$ cat src/common/mem_stage_pkg.sv
package mem_stage_pkg;

    typedef logic [31:0] word_t;
    typedef logic [4:0]  reg_addr_t;
    typedef logic [3:0]  mem_op_t;
    typedef logic [3:0]  wb_sel_t;

    localparam mem_op_t MEM_X       = 4'd0;
    localparam mem_op_t MEM_LB      = 4'd1;
    localparam mem_op_t MEM_LBU     = 4'd2;
    localparam mem_op_t MEM_LH      = 4'd3;
    localparam mem_op_t MEM_LHU     = 4'd4;
    localparam mem_op_t MEM_LW      = 4'd5;
    localparam mem_op_t MEM_SB      = 4'd6;
    localparam mem_op_t MEM_SH      = 4'd7;
    localparam mem_op_t MEM_SW      = 4'd8;
    localparam mem_op_t MEM_AMOSWAP = 4'd9;   // Read old word, then write rs2

    localparam word_t   INST_NOP = 32'h0000_0013;   // addi x0, x0, 0
    localparam word_t   PC_NOP   = 32'hffff_ffff;
    localparam wb_sel_t WB_X     = 4'd0;

    localparam int RAM_WORDS    = 1024;
    localparam int RAM_IDX_W    = $clog2(RAM_WORDS);
    localparam int READ_LATENCY = 2;
    localparam int LAT_CNT_W    = $clog2(READ_LATENCY + 1);

    typedef struct packed {
        word_t     pc;
        word_t     inst;
        word_t     alu_out;
        word_t     rs2_data;
        logic      br_flg;
        word_t     br_target;
        mem_op_t   mem_op;
        logic      rf_wen;
        wb_sel_t   wb_sel;
        reg_addr_t wb_addr;
        logic      jmp_flg;
    } ex_mem_t;

    typedef struct packed {
        word_t     pc;
        word_t     inst;
        word_t     alu_out;
        word_t     read_data;
        logic      br_flg;
        word_t     br_target;
        logic      rf_wen;
        wb_sel_t   wb_sel;
        reg_addr_t wb_addr;
        logic      jmp_flg;
    } mem_wb_t;

    typedef struct packed {
        logic       start;
        logic       write;
        word_t      addr;
        word_t      wdata;   // Low-aligned, RAM moves it to the lane
        logic [3:0] wmask;
    } mem_cmd_t;

    localparam ex_mem_t EX_MEM_NOP = '{
        pc: PC_NOP, inst: INST_NOP, alu_out: '0, rs2_data: '0, br_flg: 1'b0,
        br_target: '0, mem_op: MEM_X, rf_wen: 1'b0, wb_sel: WB_X, wb_addr: '0,
        jmp_flg: 1'b0
    };

    localparam mem_wb_t MEM_WB_NOP = '{
        pc: PC_NOP, inst: INST_NOP, alu_out: '0, read_data: '0, br_flg: 1'b0,
        br_target: '0, rf_wen: 1'b0, wb_sel: WB_X, wb_addr: '0, jmp_flg: 1'b0
    };

endpackage

$ cat src/source/mem_wb_register.sv
`timescale 1ns/1ps

module mem_wb_register (
    input  logic                   clk,
    input  logic                   rst_n,
    input  mem_stage_pkg::ex_mem_t cur,
    input  mem_stage_pkg::mem_op_t load_op,
    input  logic                   emit_cur,
    input  logic                   emit_saved,
    input  mem_stage_pkg::word_t   rdata,
    input  mem_stage_pkg::word_t   swap_data,
    output mem_stage_pkg::mem_wb_t mem_wb
);

    import mem_stage_pkg::*;

    word_t   read_ext;
    mem_wb_t wb_next;

    always_comb begin
        case (load_op)
            MEM_LB:  read_ext = {{24{rdata[7]}}, rdata[7:0]};
            MEM_LBU: read_ext = {24'b0, rdata[7:0]};
            MEM_LH:  read_ext = {{16{rdata[15]}}, rdata[15:0]};
            MEM_LHU: read_ext = {16'b0, rdata[15:0]};
            // A swap finishes as its SW half, stores ignore read_data
            MEM_SW, MEM_AMOSWAP: read_ext = swap_data;
            default: read_ext = rdata;
        endcase
    end

    always_comb begin
        wb_next.pc        = cur.pc;
        wb_next.inst      = cur.inst;
        wb_next.alu_out   = cur.alu_out;
        wb_next.read_data = read_ext;
        wb_next.br_flg    = cur.br_flg;
        wb_next.br_target = cur.br_target;
        wb_next.rf_wen    = cur.rf_wen;
        wb_next.wb_sel    = cur.wb_sel;
        wb_next.wb_addr   = cur.wb_addr;
        wb_next.jmp_flg   = cur.jmp_flg;
    end

    always_ff @(posedge clk or negedge rst_n) begin
        if (!rst_n) begin
            mem_wb <= MEM_WB_NOP;
        end else if (emit_cur || emit_saved) begin
            mem_wb <= wb_next;
        end else begin
            mem_wb <= MEM_WB_NOP;   // Bubble while stalled
        end
    end

endmodule
$ cat config.mk
export PLATFORM = sky130hd
export DESIGN_NAME = mem_wb_register
export DESIGN_NICKNAME = d
export VERILOG_FILES = /design/src/common/mem_stage_pkg.sv /design/src/source/mem_wb_register.sv
export SDC_FILE = /design/constraint.sdc
export NUM_CORES = 1
export LEC_CHECK = 0
export BUFFER_PORTS_ARGS = -buffer_cell sky130_fd_sc_hd__buf_2
export CORE_AREA = 3 3 160 162
export DETAILED_ROUTE_END_ITERATION = 10
export DIE_AREA = 0 0 163 165
export GPL_TIMING_DRIVEN = 0
export PLACE_DENSITY = 0.64
export SETUP_SLACK_MARGIN = 0.5
export SYNTH_ARGS = -nofsm -noshare
export SYNTH_HDL_FRONTEND = slang
export SYNTH_SLANG_ARGS = --single-unit
$ cat constraint.sdc
create_clock -name clk -period 1.1 [get_ports clk]
set_clock_uncertainty 0.2 [all_clocks]
set_input_delay 0.055 -clock clk [delete_from_list [all_inputs] [get_ports clk]]
set_output_delay 0.055 -clock clk [all_outputs]
set_load 0.005 [all_outputs]
# Yosys cells after proc, flatten, opt, wreduce, memory -nomap -nowiden
# Cells that the tools add are included.
classes:
  eq_ne: 6
  muxes: 2
  reduce_logical: 2
op_table:
  columns: ["cell", "n"]
  rows:
  - ["$mux 172", 1]
  - ["$pmux 32 s5", 1]
  - ["$eq 4x2->1 const B", 2]
  - ["$eq 4x4->1 const B", 2]
  - ["$eq 4x1->1 const B", 1]
  - ["$eq 4x3->1 const B", 1]
  - ["$reduce_or 2->1", 1]
  - ["$logic_or 1x1->1", 1]
word_totals:
  regBits: 172
  input_bits: 248
  output_inout_bits: 172
  word_cells: 20

# Logic depth before layout (Yosys ltp)
logic_depth:
  word_depth: 4
  ltp_mapped: 6
  ltp_nobuf: 4

# Least setup slack after synthesis
# No wires, ideal clock.
synth_timing:
  path_kind: "input -> register"
  start: "input port load_op[3]"
  end: "register mem_wb[74] in the netlist's numbering"
  setup_ps: 82
  arrival_ps: 1160
  t_required_ps: 818
  setup_slack_ps: -342
  cell_stages: 6
  path_buffers: 2
  cell_sequence: "clkbuf_2 or2_1 a211oi_2 buf_6 nand2_1 a31oi_1"
synth_between:
  elab_chain_cells: 4
  elab_cells_between_ends: 9
  cone_classes: "eq/ne: 6; mux: 2; reduce/logical: 1"
synth_lines:
  columns: ["element", "line", "rtl"]
  rows:
  - ["from (decl)", "mem_wb_register.sv:7", "input mem_stage_pkg::mem_op_t load_op,"]
  - ["$eq 4x4->1", "mem_wb_register.sv:21", "case (load_op)"]
  - ["$reduce_or 2->1", "mem_wb_register.sv:21", null]
  - ["$pmux 32 s5 *", "mem_wb_register.sv:21", null]
  - ["$mux 172 *", "mem_wb_register.sv:48", "end else if (emit_cur || emit_saved) begin"]
  - ["to (signal assigned)", "mem_wb_register.sv:49", "mem_wb <= wb_next;"]
  - ["to (decl)", "mem_wb_register.sv:12", "output mem_stage_pkg::mem_wb_t mem_wb"]
# Every way passes the cells marked *; elsewhere a longest branch is shown, timed or not.

# Worst setup path in the final report
layout_timing:
  start: "register mem_wb[162] in the netlist's numbering"
  end: "output port mem_wb[162] in the netlist's numbering"
# No word-level cell between the ends.

==> insert_results.sql <==
INSERT INTO impl_metrics (metric_group, metric, value, unit) VALUES
('run_status', 'run_status', 'complete, but fails checks', ''),
('run_status', 'failed_checks', 'hold timing, setup timing', ''),
('synth', 'synthFlopType', 'dfrtp_1', ''),
('synth', 'number_of_warning_messages_in_the_yosys_log', '0', ''),
('route', 'routed-via-count', '5099', ''),
('final_layout', 'postLayoutCellArea', '11300', 'um2'),
('synth', 'synthesis.instances', '449', ''),
('synth', 'synthesis.nets', '697', ''),
('final_layout', 'insertedDiodeCount', '0', ''),
('route', 'antenna_violating_nets_post_route', '0', ''),
('synth', 'synthesis.area_per_instance', '13.1', 'um2'),
('floorplanning', 'rows', '57', ''),
('cts', 'clk_root_buffer_cell', 'clkbuf_16', ''),
('critical_path', 'critical_path_required', '840', 'ps'),
('sta', 'achievable-frequency', '761', 'MHz'),
('grt', 'first_global_vias', '5244', ''),
('floorplanning', 'fp.dieArea', '26900', 'um2'),
('final_layout', 'largest_register_ffs', '172', ''),
('critical_path', 'crit_path_top_delay_cell', 'dfstp_2', ''),
('synth', 'synth_seq_area_share', '0.738', ''),
('placement', 'finalWeightedCongestion', '0.846', ''),
('sta', 'rsz0062_at_grt', 'yes', ''),
('floorplanning', 'core', '24200', 'um2'),
('synth', 'synth_area_leaders', 'dfrtp_1 58%, dfstp_2 16%, nor2b_1 11%, nand2_1 4.1%, or2_2 3.7%', ''),
('cts', 'number_of_h_tree_levels', '4', ''),
('placement', 'detailedPlacementHpwl', '14.8', 'mm'),
('route', 'wl_per_cell', '18.1', 'um'),
('sta', 'timing_max_transition_violations_final', '0', ''),
('grt', 'grt_overflow', '0', ''),
('route', 'drtPass1Iterations', '4', ''),
('synth', 'synth_enable_flop_cells', '0', ''),
('worst_hold_path', 'hold_path_class', 'input port to async pin', ''),
('sta', 'slew-limit-headroom', '0.639', ''),
('synth', 'synthDistinctLibCells', '22', ''),
('synth', 'synth_top_cells_by_count', '137 x dfrtp_1, 105 x nor2b_1, 65 x nand2_1', ''),
('power', 'pwr_density_cell', '1380', 'nW/um2'),
('grt', 'antenna_found_initial', '1', ''),
('critical_path', 'worstSetupEndpointType', 'primary output', ''),
('grt', 'grt_start_max_net_pins', '78', ''),
('synth', 'async_reset_ff_frac', '1.00', ''),
('placement', 'placedInstanceArea', '8510', 'um2'),
('synth', 'post_synth_instance_area', '5890', 'um2'),
('final_layout', 'drive_above_1_share', '0.737', ''),
('final_layout', 'reg_top3', 'mem_wb (172)', ''),
('synth', 'yosys_register_bits', '172', ''),
('critical_path', 'critical_path.top_delay_family', 'flip-flops', ''),
('final_layout', 'registers.top_by_ff_count', 'mem_wb', ''),
('power', 'ir_drop', '0.000921', 'V'),
('critical_path', 'critical_path.n_buffers_inverters', '1', ''),
('critical_path', 'worstSetupStartpointType', 'flip-flop', ''),
('cts', 'cts_buffers', '17', ''),
('route', 'routed_via_density', '4.11', ''),
('critical_path', 'critical_path.max_fanout', '1', ''),
('sta', 'final.min_clock_period', '1310', 'ps'),
('critical_path', 'critPathArrivalTime', '1060', 'ps'),
('sta', 'worst-slew-pin-transition', '541', 'ps'),
('critical_path', 'critPathKind', 'flip-flop to primary output', ''),
('floorplanning', 'dieHeight', '165', 'um'),
('floorplanning', 'die-width', '163', 'um'),
('synth', 'yosys.cell_count.top_type', 'dfrtp_1', ''),
('placement', 'placement.io_buffers', '382', ''),
('job', 'cap_viol_max_count', '0', ''),
('sta', 'report.final.hold_viol_count', '344', ''),
('grt', 'globalRouteTotalUtil', '0.155', ''),
('final_layout', 'area_delta_synth_final', '91.2', '%'),
('sta', 'hold-worst-slack', '-677', 'ps'),
('final_layout', 'fin_nets', '1151', ''),
('route', 'drc', '0', ''),
('route', 'first_iter_violations', '267', ''),
('critical_path', 'critPathMaxStageDelay', '550', 'ps'),
('cts', 'cts_tree', 'yes', ''),
('synth', 'synth_top_area_share', '0.582', ''),
('cts', 'cts.reportedPaths.clkPinSlew', '80', 'ps'),
('sta', 'min_period_over_period', '1.19', ''),
('cts', 'numClockSinks', '172', ''),
('floorplanning', 'ioPinCount', '420', ''),
('route', 'finalWirelength', '22.5', 'mm'),
('grt', 'wire_length_of_the_first_global_routing_pass', '31.0', 'mm'),
('sta', 'report.final.setup_viol', '180', ''),
('sta', 'final_critical_path_setup_slack', '-214', 'ps'),
('critical_path', 'critical_path.cell_chain', 'buf_6', ''),
('synth', 'synthDominantAreaCellType', 'dfrtp_1', ''),
('cts', 'clock_tree.buffer_depth', '2', ''),
('floorplanning', 'floorplan.initialDensity', '0.243', ''),
('power', 'leakage', '0.00566', 'uW');
==> final timing paths <==
path,from,depth (start not counted),slack (ps),end
min in group clk,cur[153],2,-370,mem_wb[149]$_DFF_PN1_
min,rst_n,1,-680,mem_wb[7]$_DFF_PN0_
max in group asynchronous,rst_n,2,630,mem_wb[1]$_DFF_PN0_
max,mem_wb[162]$_DFF_PN1_,1,-210,mem_wb[162]
==> through the flow <==
step / setup TNS (ps) / power (uW) / std cells / util / setup WS, ps
5_1_grt: -22080 / 16300 / 1240 / 0.464 / -253
2_1_floorplan: -5280 / 7690 / 449 / - / -282
4_1_cts: -19180 / 15400 / 1233 / 0.431 / -244
3_3_place_gp: -497920 / 8800 / 1155 / 0.350 / -2870
3_5_place_dp: -52700 / 8850 / 1156 / 0.351 / -655
6_report: -14460 / 15600 / 1240 / 0.464 / -214
==> cells by family (layout without fill, tap and decap cells) <==
| kind of cell | Yosys count | after routing | share of synthesized area |
|---|---|---|---|
| AND/OR/NAND/NOR | 214 | 214 | 0.201 |
| multiplexers | 1 | 1 | 0.00170 |
| buffers and inverters | 26 | 493 | 0.0219 |
| AO/OA/AOI/OAI | 36 | 36 | 0.0370 |
| flip-flops | 172 | 172 | 0.738 |
==> routing by layer <==
metal	part of all wire	routed length [um]	global-route usage
met4	0.014	320	0.0423
met2	0.54	12100	0.279
met1	0.39	8680	0.186
met3	0.061	1360	0.0374
met5	0.00058	13	0
==> timing repair <==
item,in CTS,in global routing
pin swaps,48,41
setup endpoints to repair,441,357
cloned,23,0
setup buffers,22,7
gates resized for setup,154,150
endpoints found under the hold margin,319,309
==> final cells by class <==
type	count	area [um2]
Multi-Input combinational cell	251	2340
Timing Repair Buffer	435	3050
Clock buffer	17	425
Tap cell	324	405
Clock inverter	15	146
Sequential cell	172	4350
Buffer	26	539
Fill cell	2167	13000
==> cell usage in the layout, fill, tap and decap left out, drive strengths merged, types with 4 or more instances in the layout <==
cell / n
a21oi: 10
a31oi: 24
buf: 439
clkbuf: 38
clkinv: 4
dfrtp: 137
dfstp: 35
inv: 10
nand2: 65
nor2b: 105
or2: 36
==> report_power, final <==
| group | internal, uW | total, uW | switching [uW] | leakage (uW) |
|---|---|---|---|---|
| sequential | 6810 | 6940 | 127 | 0.00206 |
| combinational | 1590 | 2750 | 1160 | 0.00332 |
| clock | 3030 | 5900 | 2870 | 0.000280 |
| total | 11400 | 15600 | 4150 | 0.00566 |
(Power assumes the default switching activity.)
