===== config.mk =====
export PLATFORM = sky130hd
export DESIGN_NAME = ex_mem_capture
export DESIGN_NICKNAME = d
export VERILOG_FILES = /design/src/common/mem_stage_pkg.sv /design/src/source/ex_mem_capture.sv
export SDC_FILE = /design/constraint.sdc
export NUM_CORES = 1
export LEC_CHECK = 0
export BUFFER_PORTS_ARGS = -buffer_cell sky130_fd_sc_hd__buf_4
export CAP_MARGIN = 20
export CELL_PAD_IN_SITES_DETAIL_PLACEMENT = 1
export CELL_PAD_IN_SITES_GLOBAL_PLACEMENT = 1
export CORE_UTILIZATION = 35
export DETAILED_ROUTE_END_ITERATION = 12
export PLACE_DENSITY_LB_ADDON = 0.1
export SLEW_MARGIN = 20
export SYNTH_ARGS = -nofsm -noshare
export SYNTH_HDL_FRONTEND = slang
export SYNTH_SLANG_ARGS = --single-unit

===== constraint.sdc =====
create_clock -name clk -period 2.95 [get_ports clk]
set_input_delay 0.59 -clock clk [delete_from_list [all_inputs] [get_ports clk]]
set_output_delay 0.59 -clock clk [all_outputs]
set_load 0.01 [all_outputs]

===== src/common/mem_stage_pkg.sv =====
package mem_stage_pkg;

    typedef logic [31:0] word_t;
    typedef logic [4:0]  reg_addr_t;
    typedef logic [3:0]  mem_op_t;
    typedef logic [3:0]  wb_sel_t;

    localparam mem_op_t MEM_X       = 4'd0;
    localparam mem_op_t MEM_LB      = 4'd1;
    localparam mem_op_t MEM_LBU     = 4'd2;
    localparam mem_op_t MEM_LH      = 4'd3;
    localparam mem_op_t MEM_LHU     = 4'd4;
    localparam mem_op_t MEM_LW      = 4'd5;
    localparam mem_op_t MEM_SB      = 4'd6;
    localparam mem_op_t MEM_SH      = 4'd7;
    localparam mem_op_t MEM_SW      = 4'd8;
    localparam mem_op_t MEM_AMOSWAP = 4'd9;   // Read old word, then write rs2

    localparam word_t   INST_NOP = 32'h0000_0013;   // addi x0, x0, 0
    localparam word_t   PC_NOP   = 32'hffff_ffff;
    localparam wb_sel_t WB_X     = 4'd0;

    localparam int RAM_WORDS    = 1024;
    localparam int RAM_IDX_W    = $clog2(RAM_WORDS);
    localparam int READ_LATENCY = 2;
    localparam int LAT_CNT_W    = $clog2(READ_LATENCY + 1);

    typedef struct packed {
        word_t     pc;
        word_t     inst;
        word_t     alu_out;
        word_t     rs2_data;
        logic      br_flg;
        word_t     br_target;
        mem_op_t   mem_op;
        logic      rf_wen;
        wb_sel_t   wb_sel;
        reg_addr_t wb_addr;
        logic      jmp_flg;
    } ex_mem_t;

    typedef struct packed {
        word_t     pc;
        word_t     inst;
        word_t     alu_out;
        word_t     read_data;
        logic      br_flg;
        word_t     br_target;
        logic      rf_wen;
        wb_sel_t   wb_sel;
        reg_addr_t wb_addr;
        logic      jmp_flg;
    } mem_wb_t;

    typedef struct packed {
        logic       start;
        logic       write;
        word_t      addr;
        word_t      wdata;   // Low-aligned, RAM moves it to the lane
        logic [3:0] wmask;
    } mem_cmd_t;

    localparam ex_mem_t EX_MEM_NOP = '{
        pc: PC_NOP, inst: INST_NOP, alu_out: '0, rs2_data: '0, br_flg: 1'b0,
        br_target: '0, mem_op: MEM_X, rf_wen: 1'b0, wb_sel: WB_X, wb_addr: '0,
        jmp_flg: 1'b0
    };

    localparam mem_wb_t MEM_WB_NOP = '{
        pc: PC_NOP, inst: INST_NOP, alu_out: '0, read_data: '0, br_flg: 1'b0,
        br_target: '0, rf_wen: 1'b0, wb_sel: WB_X, wb_addr: '0, jmp_flg: 1'b0
    };

endpackage


===== src/source/ex_mem_capture.sv =====
`timescale 1ns/1ps

module ex_mem_capture (
    input  logic                     clk,
    input  logic                     rst_n,
    input  mem_stage_pkg::ex_mem_t   ex_mem,
    input  logic                     flush,
    input  logic                     hold,
    input  logic                     swap_to_store,
    output mem_stage_pkg::ex_mem_t   cur,
    output mem_stage_pkg::mem_op_t   in_flight_op,
    output logic                     fwd_rf_wen,
    output mem_stage_pkg::reg_addr_t fwd_wb_addr
);

    import mem_stage_pkg::*;

    ex_mem_t squashed;
    ex_mem_t saved;
    mem_op_t saved_op;

    // A writeback flush turns the incoming bundle into a bubble
    assign squashed = flush ? EX_MEM_NOP : ex_mem;

    always_ff @(posedge clk) begin
        if (!hold) begin
            saved <= squashed;
        end
    end

    // Op kept apart so that a swap can turn into its store half
    always_ff @(posedge clk or negedge rst_n) begin
        if (!rst_n) begin
            saved_op <= MEM_X;
        end else if (!hold) begin
            saved_op <= squashed.mem_op;
        end else if (swap_to_store) begin
            saved_op <= MEM_SW;
        end
    end

    always_comb begin
        cur = squashed;
        if (hold) begin
            cur        = saved;
            cur.mem_op = saved_op;
        end
    end

    assign in_flight_op = saved_op;

    // Hazard unit sees whatever currently occupies the stage
    assign fwd_rf_wen  = cur.rf_wen;
    assign fwd_wb_addr = cur.wb_addr;

endmodule


# Word-level counts from Yosys, hierarchy flattened
# Cells that the tools add are included.
word_totals:
  word_cells: 16
  output_inout_bits: 186
  reg_bits: 176
  inputBits: 181
  latchBits: 0
  mem_count: 0
  mem_bits_ro: 0
  mem_bits_rw: 0
classes:
  n_mux: 4
  eq_ne: 1
  n_reduce_logical: 0
  bitwise_logic: 0
  n_lt_le_gt_ge: 0
  n_shift: 0
  n_div: 0
  n_mul: 0
  addsub: 0
ops:
  columns: ["operator", "n"]
  rows:
  - ["$mux W176", 2]
  - ["$mux W4", 2]
  - ["$ne A2 B1 Y1 const B", 1]

# Logic depth before layout (Yosys ltp)
# Gate-level depths: netlist of run 1.
depth:
  word_depth: 2
  ltp_mapped: 6
  ltp_nobuf: 2

# Worst setup path before layout of run 1
# Ideal clock, no wire load.
synth_path:
  kind: "input port to output port"
  startpoint: "input port hold"
  endpoint: "output port cur[164] in the netlist's numbering"
  stages: 5
  arrival_time_ns: 2.299
  required_time_ns: 2.360
  slack_ns: 0.061
  path_buffers: 3
  cell_sequence: "buf_4 inv_2 buf_6 buf_6 mux2_2"
synth_rtl:
  columns: ["element", "line_no", "text"]
  rows:
  - ["from (decl)", "ex_mem_capture.sv:8", "input logic hold,"]
  - ["to (decl)", "ex_mem_capture.sv:10", "output mem_stage_pkg::ex_mem_t cur,"]

==> results of run 1 <==
## sequential cells by signal (all words and copies together), names as in the netlist
| register | flops |
|---|---|
| in_flight_op | 4 |
| saved | 172 |
## cell usage after synthesis
cell type | n | area [um^2]
or2_1 | 35 | 219
dfrtp_1 | 4 | 100
nor3b_1 | 1 | 7.51
buf_4 | 18 | 135
o21ai_0 | 1 | 5.00
nor2_1 | 1 | 3.75
inv_2 | 1 | 3.75
buf_2 | 3 | 15.0
mux2_4 | 116 | 1740
nor2b_1 | 138 | 863
edfxtp_1 | 172 | 5160
mux2_1 | 3 | 33.8
buf_6 | 24 | 270
a21o_1 | 1 | 7.51
nand2b_1 | 1 | 6.26
mux2_2 | 53 | 597
a22o_1 | 6 | 52.6
## routing by layer
metal  vias to the layer above  global-route usage (%)  routed length, um
li1                       2816                       -                  -
met2                       220                    29.2              11900
met4                         0                    6.40                352
met3                        23                    5.51               1930
met1                      2897                    20.7               9880
met5                         -                       0                  0
## cells by family (layout without fill, tap and decap cells)
| logic type | Yosys count | count (layout) |
|---|---|---|
| AO/OA/AOI/OAI | 8 | 8 |
| buffers and inverters | 46 | 426 |
| AND/OR/NAND/NOR | 176 | 176 |
| multiplexers | 172 | 172 |
| flip-flops | 176 | 176 |
## how the worst min path moves through the flow
stage,end,slack [ps]
floorplan,in_flight_op[0],290
global placement,in_flight_op[3],390
detailed placement,in_flight_op[1],390
CTS,in_flight_op[1],380
global route,in_flight_op[1],390
finish,in_flight_op[1],400
## cell type report
class	count	share of cell area [%]
Inverter	1	0.0874
Multi-Input combinational cell	356	27.5
Clock buffer	18	3.33
Sequential cell	176	40.9
Timing Repair Buffer	393	23.8
Clock inverter	14	1.20
Tap cell	335	3.25
## critical path: stages
cell,delay (ps)
buf_4,290
buf_12,260
buf_4,240
nor2b_1,80
mux2_2,290
buf_4,150
## where the power goes
part | internal (W) | total [W] | switching (W)
combinational | 0.000794 | 0.00135 | 0.000551
sequential | 0.00296 | 0.00302 | 0.0000593
clock | 0.00126 | 0.00229 | 0.00102
total | 0.00502 | 0.00665 | 0.00163
## through the flow
| step | utilization [%] | setup WS (ps) |
|---|---|---|
| 2_1_floorplan | - | 61.0 |
| 3_3_place_gp | 47.3 | 457 |
| 3_5_place_dp | 47.3 | 426 |
| 4_1_cts | 49.6 | 424 |
| 5_1_grt | 49.6 | 360 |
| 6_report | 49.6 | 452 |
==> flow_metrics.tcl, run 1 <==
set metrics [dict create \
    finalNetCount 1126 \
    cts_hold_buf 1 \
    initial_core_util_pct 35.5 \
    finalMaxSlewViolations 0 \
    grt_start_max_net_pins 46 \
    period_minus_slack_ps 2500 \
    fmax_mhz 400 \
    synthAdderAreaFrac_pct 0 \
    clk_pin_slew_worst_paths_ps 70 \
    crit_fanout 39 \
    period_share_pct 84.7 \
    io_pins 367 \
    cts_resized 0 \
    netlist_instances 578 \
    rows 59 \
    synthXorXnorAreaFrac_pct 0 \
    setup_violations 0 \
    worst_clock_skew_ps 0 \
    worstPathArrival_ps 1910 \
    wire_per_inst_um 18.6 \
    synth_simple_gate_area_share_pct 11.9 \
    crit_end "cur[117]" \
    rsz0062_at_grt "no" \
    slew_headroom_pct 74.1 \
    grt_pass1_vias 6117 \
    reg2reg_setup_slack_ps 2180 \
    first_pass_iters 4 \
    multi_input_area_mm2 0.00354 \
    final_common_cell "buf_4" \
    antenna_found_initial 0 \
    overflow 0 \
    synth_nets 759 \
    ant_nets 0 \
    core_mm2 0.0260 \
    drive_gt1_share_pct 61.7 \
    antenna_cells 0 \
    cts_buffers 17 \
    vias_per_cell 4.61 \
    hold_path_depth 2 \
    drc 0 \
    cts_setup_buffers 0 \
    cts-root-buf "clkbuf_16" \
    tightest_slew_ps 387 \
    drt_iter0_markers 298 \
    ys_warn_count 0 \
    grt_pass1_wl_mm 35.2 \
    fin_tns_setup_ps 0 \
    yosysUniqueCellTypes 17 \
    syn_to_final_growth_pct 39.6 \
    cts_buffer_depth 2 \
    die-area_mm2 0.0270 \
    io_buffers 366 \
    dpl_cell_area_mm2 0.0123 \
    final_cell_mix "383 x buf_4, 172 x edfxtp_1, 138 x nor2b_1" \
    hold_class "in -> reg" \
    fillers 2660 \
    htree_levels 4 \
    cp-startpoint "flush" \
    cp-start-kind "primary input" \
    ys_seq_elements 176 \
    whs_ps 404 \
    wl_mm 24.1 \
    fin_total_pwr_w 0.00665 \
    cts_tree "built" \
    die_h_um 164 \
    die_w_um 164 \
    ir_worst_vdd_mv 0.234 \
    hold_violations 0 \
    num_vias 5956 \
    track_usage_pct 17.4 \
    cp-end-kind "output pin" \
    synth_compound_gate_area_share_pct 0.705 \
    p_leak_nw 5.53 \
    r2r-start "in_flight_op[3]" \
    seq_area_frac_synth_pct 57.1 \
    dp.final_hpwl_mm 18.3 \
    status "completed" \
    cp_data_required_time_ps 2360 \
    clk_latency_ps 420 \
    fin_area_mm2 0.0129 \
    synth.avg_cell_area_um2 16.0 \
    timing.rr.end "in_flight_op[3]" \
    synth_mux_area_share_pct 25.7 \
    worstRegToRegCells 2 \
    hp-start "ex_mem[12]" \
    dp.cells 1260 \
    drv_cap 0 \
    fin_cells 1293 \
    synth_top_family_by_area "multiplexers" \
    clock_sinks 176 \
    synth_area_mm2 0.00923 \
    final-seq-area_mm2 0.00527 \
    power.density_mw_per_mm2 516 \
    path_class "in -> out" \
    gp_congestion 0.780 \
]
No activity file was read; power rests on OpenSTA's default activity.
==> run 2: changes to the inputs <==
- clock period: 2.95 -> 2.1 ns (I/O delays scaled with it)
==> run 2 against run 1 <==
Setup slack got worse by 360 ps. Combinational power rose by 43%. Hold slack got worse by 170 ps. Die area did not move. Via count rose by 0.45%. Sequential cell count did not move. Clock skew did not move. Critical path depth fell by 1. Sequential power rose by 40%. Final cell count rose by 0.93%. First-iteration DRC count fell by 11%. Critical path type unchanged. Largest power group unchanged. Highest routed layer unchanged.
==> flow_metrics.tcl, run 2 (synthesized netlist as in run 1, its figures left out) <==
set metrics [dict create \
    whs_ps 239 \
    internal-power_w 0.00708 \
    drt_iter0_markers 264 \
    dp.final_hpwl_mm 18.6 \
    htree_levels 4 \
    cts_hold_buf 1 \
    core_mm2 0.0260 \
    ant_nets 0 \
    slew_headroom_pct 73.1 \
    wl_mm 23.9 \
    track_usage_pct 17.3 \
    critPathMaxStageDelay_ps 340 \
    crit_top_cell "buf_4" \
    fin_total_pwr_w 0.00937 \
    rows 59 \
    cp-start-kind "primary input" \
    cp_data_required_time_ps 1680 \
    final-seq-area_mm2 0.00527 \
    fmax_mhz 498 \
    cpMaxStageDelayCell "mux2_4" \
    die_w_um 164 \
    drv_cap 0 \
    period_minus_slack_ps 2010 \
    setup_violations 0 \
    clk_latency_ps 410 \
    worstRegToRegCells 2 \
    finalMaxSlewViolations 0 \
    p_clk_share_pct 34.2 \
    drive_gt1_share_pct 62.5 \
    initial_core_util_pct 35.5 \
    power.density_mw_per_mm2 718 \
    cp-end-kind "output pin" \
    fillers 2659 \
    path_class "in -> out" \
    path_buf_inv 4 \
    die-area_mm2 0.0270 \
    first_pass_iters 4 \
    antenna_cells 0 \
    fin_tns_setup_ps 0 \
    cp_top_family "buffers and inverters" \
    hold_class "in -> reg" \
    tightest_slew_ps 402 \
    cts_resized 0 \
    final_cell_mix "391 x buf_4, 172 x edfxtp_1, 138 x nor2b_1" \
    crit_fanout 46 \
    io_buffers 366 \
    grt_pass1_vias 6099 \
    worstPathArrival_ps 1590 \
    rsz0062_at_grt "no" \
    cts_tree "built" \
    wire_per_inst_um 18.3 \
    gp_congestion 0.777 \
    syn_to_final_growth_pct 41.5 \
    p_leak_nw 5.63 \
    overflow 0 \
    num_vias 5983 \
    regMostFlops "saved" \
    p_sw_w 0.00229 \
    clock_sinks 176 \
    drc 0 \
    io_pins 367 \
    swShare_pct 24.5 \
    status "completed" \
    grt_pass1_wl_mm 35.1 \
    multi_input_area_mm2 0.00354 \
    clk_pin_slew_worst_paths_ps 70 \
    cp_cell_sequence "buf_4 -> inv_8 -> buf_12 -> mux2_4 -> buf_4" \
    path_depth 5 \
    final_common_cell "buf_4" \
    finalNetCount 1140 \
    seqPwrFrac_pct 45.3 \
    setup_ws_ps 90.8 \
    hold_path_depth 2 \
    ir_worst_vdd_mv 0.578 \
    post-place-ws_ps 82.7 \
    largest_reg_flops 172 \
    cts_buffer_depth 2 \
    die_h_um 164 \
    antenna_found_initial 0 \
    vias_per_cell 4.58 \
    comb_power_share_pct 20.6 \
    cts_setup_buffers 0 \
    cts-root-buf "clkbuf_16" \
    grt_start_max_net_pins 47 \
    worst_clock_skew_ps 0 \
    hold_violations 0 \
    period_share_pct 95.7 \
    cts_buffers 17 \
]
## run 2: changes by cell type in the layout (fill, tap and decap cells not counted), sizes merged
cell / previous run / this run
buf: 392 / 406
clkinv: 4 / 1
inv: 5 / 8
clkbuf: 18 / 17
clkinvlp: 4 / 3
## run 2: path summary, 6_finish.rpt
check                                 from               to  slack [ps]
setup / recovery                      hold          cur[83]          90
hold / removal                  ex_mem[13]  in_flight_op[2]         240
setup reg to reg           in_flight_op[3]  in_flight_op[3]        1320
hold reg to reg            in_flight_op[0]  in_flight_op[0]         560
max in group asynchronous            rst_n  in_flight_op[1]        1670
min in group asynchronous            rst_n  in_flight_op[3]         340
## run 2: cell type report
class                      instances  area share [%]
clock buffer                      17            3.26
clock inverter                    13            1.16
inverter                           1          0.0863
multi-input combinational        356            27.1
sequential                       176            40.3
tap                              335            3.21
timing repair buffer             407            24.9
## run 2: worst reg2reg max path, cell delays in order, from the launching register on
cell and delay [ps]:
dfrtp_1 400, o21ai_0 190, nand2b_1 80
## run 2: per-stage QoR
step / instances / util, % / instance area, um^2
after detailed placement: 1274 / 48.0 / 12500
after CTS: 1305 / 50.2 / 13100
final: 1305 / 50.2 / 13100
after global routing: 1305 / 50.2 / 13100
after floorplan: 578 / - / 9240
after global placement: 1274 / 48.0 / 12500
## run 2: layer usage
layer	vias up	wire, um	GRT usage (%)
met1	2911	9830	20.9
met2	224	11900	29.6
li1	2834	-	-
met5	-	0	0
met4	0	190	3.91
met3	14	1920	5.78
## run 2: power by group through the flow
stage	logic, W	registers, W	clock network [W]
floorplan	0.00102	0.00429	0
global placement	0.00192	0.00431	0
detailed placement	0.00195	0.00432	0
CTS	0.00196	0.00424	0.00332
global route	0.00206	0.00427	0.00343
finish	0.00193	0.00424	0.00320
