`config.mk`:
```
export PLATFORM = sky130hd
export DESIGN_NAME = mem_access_fsm
export DESIGN_NICKNAME = d
export VERILOG_FILES = /design/src/common/mem_stage_pkg.sv /design/src/source/mem_access_fsm.sv
export SDC_FILE = /design/constraint.sdc
export NUM_CORES = 1
export LEC_CHECK = 0
export ABC_AREA = 0
export ABC_CLOCK_PERIOD_IN_PS = 5200
export BUFFER_PORTS_ARGS = -buffer_cell sky130_fd_sc_hd__buf_2
export CAP_MARGIN = 15
export CORE_AREA = 2 2 126 128
export DETAILED_ROUTE_END_ITERATION = 7
export DIE_AREA = 0 0 128 130
export MAX_ROUTING_LAYER = met4
export PLACE_DENSITY = 0.41
export SLEW_MARGIN = 25
export SYNTH_ARGS = -nofsm -noshare
export SYNTH_HDL_FRONTEND = slang
export SYNTH_SLANG_ARGS = --single-unit
```
`constraint.sdc`:
```
create_clock -name clk -period 5.2 [get_ports clk]
set_input_delay 0.52 -clock clk [delete_from_list [all_inputs] [get_ports clk]]
set_output_delay 0.52 -clock clk [all_outputs]
set_load 0.02 [all_outputs]
```
`src/common/mem_stage_pkg.sv`:
```
package mem_stage_pkg;

    typedef logic [31:0] word_t;
    typedef logic [4:0]  reg_addr_t;
    typedef logic [3:0]  mem_op_t;
    typedef logic [3:0]  wb_sel_t;

    localparam mem_op_t MEM_X       = 4'd0;
    localparam mem_op_t MEM_LB      = 4'd1;
    localparam mem_op_t MEM_LBU     = 4'd2;
    localparam mem_op_t MEM_LH      = 4'd3;
    localparam mem_op_t MEM_LHU     = 4'd4;
    localparam mem_op_t MEM_LW      = 4'd5;
    localparam mem_op_t MEM_SB      = 4'd6;
    localparam mem_op_t MEM_SH      = 4'd7;
    localparam mem_op_t MEM_SW      = 4'd8;
    localparam mem_op_t MEM_AMOSWAP = 4'd9;   // Read old word, then write rs2

    localparam word_t   INST_NOP = 32'h0000_0013;   // addi x0, x0, 0
    localparam word_t   PC_NOP   = 32'hffff_ffff;
    localparam wb_sel_t WB_X     = 4'd0;

    localparam int RAM_WORDS    = 1024;
    localparam int RAM_IDX_W    = $clog2(RAM_WORDS);
    localparam int READ_LATENCY = 2;
    localparam int LAT_CNT_W    = $clog2(READ_LATENCY + 1);

    typedef struct packed {
        word_t     pc;
        word_t     inst;
        word_t     alu_out;
        word_t     rs2_data;
        logic      br_flg;
        word_t     br_target;
        mem_op_t   mem_op;
        logic      rf_wen;
        wb_sel_t   wb_sel;
        reg_addr_t wb_addr;
        logic      jmp_flg;
    } ex_mem_t;

    typedef struct packed {
        word_t     pc;
        word_t     inst;
        word_t     alu_out;
        word_t     read_data;
        logic      br_flg;
        word_t     br_target;
        logic      rf_wen;
        wb_sel_t   wb_sel;
        reg_addr_t wb_addr;
        logic      jmp_flg;
    } mem_wb_t;

    typedef struct packed {
        logic       start;
        logic       write;
        word_t      addr;
        word_t      wdata;   // Low-aligned, RAM moves it to the lane
        logic [3:0] wmask;
    } mem_cmd_t;

    localparam ex_mem_t EX_MEM_NOP = '{
        pc: PC_NOP, inst: INST_NOP, alu_out: '0, rs2_data: '0, br_flg: 1'b0,
        br_target: '0, mem_op: MEM_X, rf_wen: 1'b0, wb_sel: WB_X, wb_addr: '0,
        jmp_flg: 1'b0
    };

    localparam mem_wb_t MEM_WB_NOP = '{
        pc: PC_NOP, inst: INST_NOP, alu_out: '0, read_data: '0, br_flg: 1'b0,
        br_target: '0, rf_wen: 1'b0, wb_sel: WB_X, wb_addr: '0, jmp_flg: 1'b0
    };

endpackage

```
`src/source/mem_access_fsm.sv`:
```
`timescale 1ns/1ps

module mem_access_fsm (
    input  logic                     clk,
    input  logic                     rst_n,
    input  mem_stage_pkg::ex_mem_t   cur,
    input  mem_stage_pkg::mem_op_t   in_flight_op,
    input  logic                     flush,
    input  logic                     ready,
    input  mem_stage_pkg::word_t     rdata,
    input  logic                     rdata_valid,
    output mem_stage_pkg::mem_cmd_t  cmd,
    output logic                     hold,
    output logic                     swap_to_store,
    output logic                     stall,
    output logic                     emit_cur,
    output logic                     emit_saved,
    output mem_stage_pkg::word_t     swap_data
);

    import mem_stage_pkg::*;

    typedef enum logic [1:0] {
        IDLE,
        WAIT_READY,
        WAIT_RDATA
    } acc_state_t;

    acc_state_t state;
    acc_state_t state_next;
    acc_state_t eff_state;
    mem_op_t    op;
    logic       is_load;
    logic       is_store;
    logic       is_swap;

    // Flush abandons the access, a late rdata_valid then finds us idle
    assign eff_state = flush ? IDLE : state;
    assign op        = (eff_state == IDLE) ? cur.mem_op : in_flight_op;
    assign hold      = (eff_state != IDLE);

    always_comb begin
        is_load  = 1'b0;
        is_store = 1'b0;
        is_swap  = 1'b0;
        case (op)
            MEM_LB, MEM_LBU, MEM_LH, MEM_LHU, MEM_LW: is_load = 1'b1;
            MEM_SB, MEM_SH, MEM_SW:                   is_store = 1'b1;
            MEM_AMOSWAP:                              is_swap = 1'b1;
            default: ;
        endcase
    end

    always_comb begin
        cmd.start = (eff_state == WAIT_READY) ||
                    ((eff_state == IDLE) && (is_load || is_store || is_swap));
        cmd.write = cmd.start && is_store;
        cmd.addr  = cur.alu_out;
        cmd.wdata = cur.rs2_data;
        case (op)
            MEM_SB:  cmd.wmask = 4'b0001;
            MEM_SH:  cmd.wmask = 4'b0011;
            default: cmd.wmask = 4'b1111;
        endcase
    end

    always_comb begin
        state_next    = eff_state;
        emit_cur      = 1'b0;
        emit_saved    = 1'b0;
        swap_to_store = 1'b0;
        case (eff_state)
            IDLE: begin
                if (!(is_load || is_store || is_swap)) begin
                    emit_cur = 1'b1;
                end else if (!ready) begin
                    state_next = WAIT_READY;
                end else if (is_store) begin
                    emit_cur = 1'b1;   // Store retires on acceptance
                end else begin
                    state_next = WAIT_RDATA;
                end
            end
            WAIT_READY: begin
                if (ready) begin
                    if (is_store) begin
                        emit_saved = 1'b1;
                        state_next = IDLE;
                    end else begin
                        state_next = WAIT_RDATA;
                    end
                end
            end
            WAIT_RDATA: begin
                if (rdata_valid) begin
                    if (is_swap) begin
                        swap_to_store = 1'b1;   // Second half writes rs2
                        state_next    = WAIT_READY;
                    end else begin
                        emit_saved = 1'b1;
                        state_next = IDLE;
                    end
                end
            end
            default: state_next = IDLE;
        endcase
    end

    assign stall = !(emit_cur || emit_saved);

    always_ff @(posedge clk or negedge rst_n) begin
        if (!rst_n) begin
            state <= IDLE;
        end else begin
            state <= state_next;
        end
    end

    always_ff @(posedge clk) begin
        if (swap_to_store) begin
            swap_data <= rdata;   // Old word goes back to the register file
        end
    end

endmodule

```
# --- Yosys cells after proc, flatten, opt, wreduce, memory -nomap -nowiden ---
# Cells that the tools add are included.
totals:
  ff_bits: 34
  output_inout_bits: 107
  elab_cells: 48
  in_bits: 217
classes:
  eq_ne: 11
  n_reduce_logical: 11
  n_mux: 24
ops:
  columns: ["cell", "count"]
  rows:
  - ["== test 4 x 3 -> 1 bit (second input constant)", 4]
  - ["2-to-1 mux 2 bit", 7]
  - ["2-to-1 mux 1 bit", 13]
  - ["== test 4 x 2 -> 1 bit (second input constant)", 2]
  - ["== test 4 bit (second input constant)", 2]
  - ["one-hot mux 4 bit (2 select lines)", 1]
  - ["one-hot mux 2 bit (3 select lines)", 1]
  - ["OR reduction 5 bit", 1]
  - ["== test 4 x 1 -> 1 bit (second input constant)", 1]
  - ["logical OR 1 bit", 4]
  - ["2-to-1 mux 4 bit", 1]
  - ["OR reduction 3 bit", 1]
  - ["== test 2 x 1 -> 1 bit (second input constant)", 1]
  - ["== test 2 bit (second input constant)", 1]
  - ["logical AND 1 bit", 2]
  - ["logical NOT 2 bit", 1]
  - ["one-hot mux 1 bit (2 select lines)", 1]
  - ["nonzero test 2 bit", 1]
  - ["logical NOT 1 bit", 1]

# --- Longest topological paths before layout ---
# Gate-level depths: netlist of the first run.
depth:
  depth_word: 12
  depth_mapped: 9

# --- Worst setup path after synthesis of the first run ---
# No wires, ideal clock.
synth_timing:
  kind: "input to output"
  startpoint: "input flush"
  endpoint: "output swap_to_store"
  required_ns: 4.680
  t_arrival_ns: 4.333
  slack_ns: 0.347
  stages: 6
  cell_sequence: "nor2b_1 -> inv_1 -> ha_1 -> or4b_4 -> o21a_4 -> nor3_1"
synth_between:
  elab_chain_cells: 8
  elab_cells_between_ends: 9
synth_rtl:
  columns: ["item", "line_no", "source"]
  rows:
  - ["from (decl)", "mem_access_fsm.sv:8", "input logic flush,"]
  - ["2-to-1 mux 2 bit *", "mem_access_fsm.sv:38", "assign eff_state = flush ? IDLE : state;"]
  - ["logical NOT 2 bit", "mem_access_fsm.sv:39", "assign op = (eff_state == IDLE) ? cur.mem_op : in_flight_op;"]
  - ["2-to-1 mux 4 bit", "mem_access_fsm.sv:39", null]
  - ["== test 4 bit", "mem_access_fsm.sv:46", "case (op)"]
  - ["2-to-1 mux 1 bit", "mem_access_fsm.sv:46", null]
  - ["2-to-1 mux 1 bit", "mem_access_fsm.sv:96", "if (is_swap) begin"]
  - ["2-to-1 mux 1 bit", "mem_access_fsm.sv:95", "if (rdata_valid) begin"]
  - ["2-to-1 mux 1 bit *", "mem_access_fsm.sv:72", "case (eff_state)"]
  - ["to (decl)", "mem_access_fsm.sv:14", "output logic swap_to_store,"]
# Every way passes the cells marked *; elsewhere a longest branch is shown, timed or not.

# --- Worst setup path after layout of the first run ---
# Same ends and word-level chain as after synthesis.

==> impl_results.md, run 1 <==
* # nets final at 412
* Clock Path Buffers at 2
* Internal power at 0.657 mW
* Clk Latency, worst-skew pair at 0.27 ns
* Placed cells at 376
* Worst hold margin at 0.0313 ns
* Fin crit period at 3.45 ns
* First-pass GRT wire length at 6.77 mm
* Clock power share at 43.6%
* Post-synth top area share at 49.5%
* Mapped cell area at 0.00194 mm²
* Syn Area/Cell at 11.8 µm²
* Crit path top cell by count: buf_2
* Post-synth cell types at 31
* Fmax achieved at 290 MHz
* Cts repair resizes at 0
* Slew headroom at 60.1%
* Max-Cap Viols at 0
* Worst path cell trace: buf_2, nor2b_1, inv_1, ha_1, or4b_4, o21a_4, nor3_2, buf_4, buf_2
* CTS Sinks at 34
* Post-CTS Hold Buffers at 0
* Worst Skew at 0.00435 ns
* Ranking of synthesized cells by area: edfxtp_1, buf_4, dfrtp_1
* Outcome: completed
* Total chip power at 0.881 mW
* Die X-Extent at 128 µm
* DR vias at 1241
* Sequential share of power at 35.3%
* Synthesized flop and latch total at 34
* Commonest non-fill, non-tap cell in the layout: buf_2
* Root Driver: clkbuf_16
* RD Place Congestion at 0.731
* Reg clk slew, reported paths at 0.05 ns
* CP delay by family, top: simple AND/OR/NAND/NOR gates
* Max-slew violation count at 0
* Setup bufs post-CTS at 0
* Final setup violation count at 0
* Slowest CP cell: or4b_4
* Core area at 0.0154 mm²
* Crit Path Max Fanout at 33
* Largest net degree at the start of global routing at 34
* Post-route DRC at 0
* LEAKAGE at 0.936 nW
* WL final at 4.96 mm
* Vias in the first global route at 1166
* Die height at 130 µm
* CTS Buf Count at 5
* H-tree depth at 2
* Syn Nets at 385
* Crit. End Element: output port
* RSZ-0062 raised after global routing: false
* Placed standard-cell area at 0.00212 mm²
* Instance count of the mapped netlist at 164
* Layout cell share with drive strength beyond 1 at 51.6%
* Remaining global-route overflow at 0
* Wire per inst at 12.9 µm
* Switch share at 25.4%
* Net switching power at 0.224 mW
* Worst min path class: primary input to async pin
* Routed vias/inst at 3.23
* GRT Total Usage at 5.54%
* Commonest non-fill, non-tap cells in the layout: buf_2, edfxtp_1, nor2_1
* Initial DRC Count at 75
* Buffers on Ports at 86
* Die area at 0.0166 mm²
* Layout area overhead at 19.4%
* Initial Utilization at 12.6%
* Synth Warn # at 0
* Worst EP required at 4.68 ns
* Sequential area share after synthesis at 52.1%
* Num ports at 324
* Finished Layout Cells at 384
* Routed Antenna Nets at 0
* Fin crit share at 66.3%
* Rows at 46
* Setup_tns at 0 ns
* VDD IR max at 130 µV
* CTS tree: yes
* ANT cells at 0
* WP buf/inv at 4
* Setup CP Type: primary input to output port
* Final Hold Vio Count at 0
* PwrDens at 380 mW/mm²
* Comb pwr share at 21.0%
* Worst Tran Pin Value at 0.582 ns
* HPWL Detailed at 4.04 mm
* Initial antenna violation count at 0
* Finished Cell Area at 0.00232 mm²
* CP max stage delay at 0.62 ns
* Drt pass-1 iters at 4
* Crit path launch type: primary input
* Synth area leader: edfxtp_1
* Worst Path Arrival at 2.93 ns
-- flip-flops by register name, indices dropped and copies added (netlist names) --
| signal | count |
|---|---|
| state | 2 |
| swap_data | 32 |
-- final timing paths --
| kind | start | to | slack (ns) | cells after the start |
|---|---|---|---|---|
| worst max-delay path | flush | swap_to_store | 1.75 | 9 |
| worst min-delay path | rst_n | state[0] | 0.03 | 1 |
| worst max register to register | state[0] | swap_data[28] | 2.48 | 7 |
| worst min register to register | state[1] | state[1] | 0.82 | 4 |
| max in group asynchronous | rst_n | state[0] | 5.07 | 1 |
| min in group clk | rdata[0] | swap_data[0] | 0.42 | 1 |
-- cell families after synthesis --
family          after synthesis  share of synthesized area, %
simple gates                 28                          7.87
fa+ha+maj                     4                          2.58
buf+inv                      73                          27.0
compound gates               22                          9.23
mux                           2                          1.03
flops                        34                          52.1
other cells                   1                         0.193
-- metrics by stage --
stage          util [%]  worst slack, ns
2_1_floorplan         -            0.347
3_3_place_gp       13.8             1.75
3_5_place_dp       13.8             1.72
4_1_cts            15.0             1.73
5_1_grt            15.0             1.58
6_report           15.0             1.75
-- Yosys cell counts --
cell	number
buf_4	66
edfxtp_1	32
nor2_1	8
nor2b_1	7
a21oi_1	6
inv_1	6
ha_1	4
nand2_1	3
nand3_1	3
o32a_1	3
dfrtp_1	2
mux2i_1	2
nand2b_1	2
o32ai_1	2
or2b_1	2
a211oi_1	1
a21o_1	1
a22oi_1	1
a32o_1	1
and2_1	1
buf_2	1
conb_1	1
nor3_1	1
o211a_1	1
o21a_4	1
o21ai_0	1
o21ai_2	1
o21ba_1	1
o22a_1	1
o41a_1	1
or4b_4	1
-- power groups by stage --
stage / clock, mW / combinational (mW) / sequential [mW]
after floorplan: 0 / 0.193 / 0.319
final: 0.384 / 0.185 / 0.311
after global placement: 0 / 0.187 / 0.317
after CTS: 0.395 / 0.187 / 0.311
after detailed placement: 0 / 0.186 / 0.317
after global routing: 0.406 / 0.205 / 0.312
-- layout make-up --
type                            instances  area (µm²)
Tap cell                              192         240
Inverter                                6        22.5
Timing Repair Buffer                   87         438
Clock inverter                          3        68.8
Clock buffer                            5         125
Multi-Input combinational cell         57         410
Sequential cell                        34        1010
Fill cell                            1739       13100
-- layer usage --
layer	part of all wire (%)	global-route usage [%]
met1	36	5.62
met2	42	8.40
met3	14	1.97
met4	7.4	5.11
met5	0	-
(Power assumes the default switching activity.)
==> run 2, diff against run 1 <==
ABC_CLOCK_PERIOD_IN_PS = 3360   (was 5200)
clock period = 3.36 ns   (was 5.2 ns; I/O delays follow)
==> run 2 against run 1 <==
Effect of this change:
- non-clock buffer count increased by 3
- die area is the same
- register-to-register slack got worse by 1.6 ns
==> impl_results.md, run 2 (same netlist as run 1, synthesis figures left out) <==
* Slowest CP cell: or4b_4
* Post-route DRC at 0
* Routed Antenna Nets at 0
* CTS Buf Count at 5
* Remaining global-route overflow at 0
* Clk Latency, worst-skew pair at 0.27 ns
* # nets final at 415
* Largest registers: swap_data (32), state (2)
* HPWL Detailed at 4.00 mm
* Internal power at 0.872 mW
* Initial DRC Count at 42
* Fin crit share at 89.5%
* Rows at 46
* DR vias at 1249
* VDD IR max at 175 µV
* Setup_tns at 0 ns
* Worst path cell trace: nor2b_1, inv_1, ha_1, or4b_4, o21ai_0, a21oi_1, o22a_1, o21ba_1, buf_2
* Cts repair resizes at 0
* Die X-Extent at 128 µm
* Final Hold Vio Count at 0
* Outcome: completed
* Reg clk slew, reported paths at 0.05 ns
* Layout cell share with drive strength beyond 1 at 51.3%
* Max FFs per register at 32
* Setup bufs post-CTS at 0
* Initial Utilization at 12.6%
* H-tree depth at 2
* Register with the most flip-flops: swap_data
* Worst min path class: primary input to flop
* Die height at 130 µm
* Num ports at 324
* Crit path launch type: flop
* Buffers on Ports at 86
* RD Place Congestion at 0.790
* Placed cells at 378
* Total chip power at 1.20 mW
* Max-slew violation count at 0
* Clock power share at 35.1%
* Worst hold margin at 0.239 ns
* First-pass GRT wire length at 6.58 mm
* ANT cells at 0
* Switch share at 27.5%
* PwrDens at 521 mW/mm²
* CTS tree: yes
* Pre-CTS setup slack at 0.486 ns
* Placed standard-cell area at 0.00216 mm²
* Fill cells at 1740
* Vias in the first global route at 1164
* Max-Cap Viols at 0
* Commonest non-fill, non-tap cell in the layout: buf_2
* WP buf/inv at 2
* Layout area overhead at 19.0%
* RSZ-0062 raised after global routing: false
* Initial antenna violation count at 0
* Sequential share of power at 40.0%
* Largest net degree at the start of global routing at 33
* Worst EP required at 3.02 ns
* Finished Cell Area at 0.00231 mm²
* Util after Layout at 15.0%
* Worst Skew at 0.00251 ns
* LEAKAGE at 0.933 nW
* Commonest non-fill, non-tap cells in the layout: buf_2, edfxtp_1, nor2_1
* WL final at 4.85 mm
* CTS Sinks at 34
* Routed vias/inst at 3.23
* GRT Total Usage at 5.28%
* CP delay by family, top: simple AND/OR/NAND/NOR gates
* Drt pass-1 iters at 4
* Root Driver: clkbuf_16
* Fin crit period at 3.01 ns
* Net switching power at 0.331 mW
* Finished Layout Cells at 387
* Clock Path Buffers at 2
* Final setup violation count at 0
* Core area at 0.0154 mm²
* Crit Path Max Fanout at 8
* CP max stage delay at 0.60 ns
* Wire per inst at 12.5 µm
* Final worst setup slack at 0.354 ns
* Comb pwr share at 24.9%
* Setup CP Type: flop to output port
* Die area at 0.0166 mm²
* Crit. End Element: output port
* Worst Path Arrival at 2.67 ns
* Fmax achieved at 333 MHz
==> run 2: area by class of cell <==
type	count	area [µm²]	area share, %
inverters	6	22.5	0.976
clock buffers	5	125	5.42
repair buffers	90	475	20.6
multi-input cells	57	417	18.1
clock inverters	3	16.3	0.705
flip-flops and latches	34	1010	43.8
well taps	192	240	10.4
==> run 2: path summary, 6_finish.rpt <==
| kind | start | end | slack, ns | depth (start not counted) |
|---|---|---|---|---|
| setup / recovery | state[0] | stall | 0.35 | 9 |
| hold / removal | rdata[6] | swap_data[6] | 0.24 | 1 |
| setup reg to reg | state[0] | swap_data[23] | 0.86 | 7 |
| hold reg to reg | state[1] | state[1] | 0.79 | 4 |
| max in group asynchronous | rst_n | state[0] | 2.87 | 2 |
| min in group asynchronous | rst_n | state[1] | 0.40 | 2 |
==> run 2: layer usage <==
metal / track usage, % / share of wire [%]
met5: - / 0
met4: 5.43 / 7.8
met3: 2.42 / 16
met2: 7.58 / 40
met1: 5.13 / 36
==> run 2: timing repair <==
action | CTS | global route
hold buffers | 1 | 0
endpoints found under the hold margin | 2 | 0
endpoints found under the setup margin | 0 | 0
==> run 2: worst reg2reg max path: cells and delay by family, from the launching register on <==
family	cells	cell delay (ns)
DFF	1	0.31
AOI/OAI and AO/OA	1	0.16
adders and majority gates	1	0.32
and+or+nand+nor	3	1.03
buffers and inverters	2	0.36
==> run 2: power groups by stage <==
stage               combinational (mW)  clock [mW]  sequential, mW
global route                     0.329       0.453           0.482
global placement                 0.302           0           0.490
floorplan                        0.302           0           0.494
detailed placement               0.300           0           0.490
finish                           0.299       0.422           0.482
CTS                              0.302       0.439           0.481
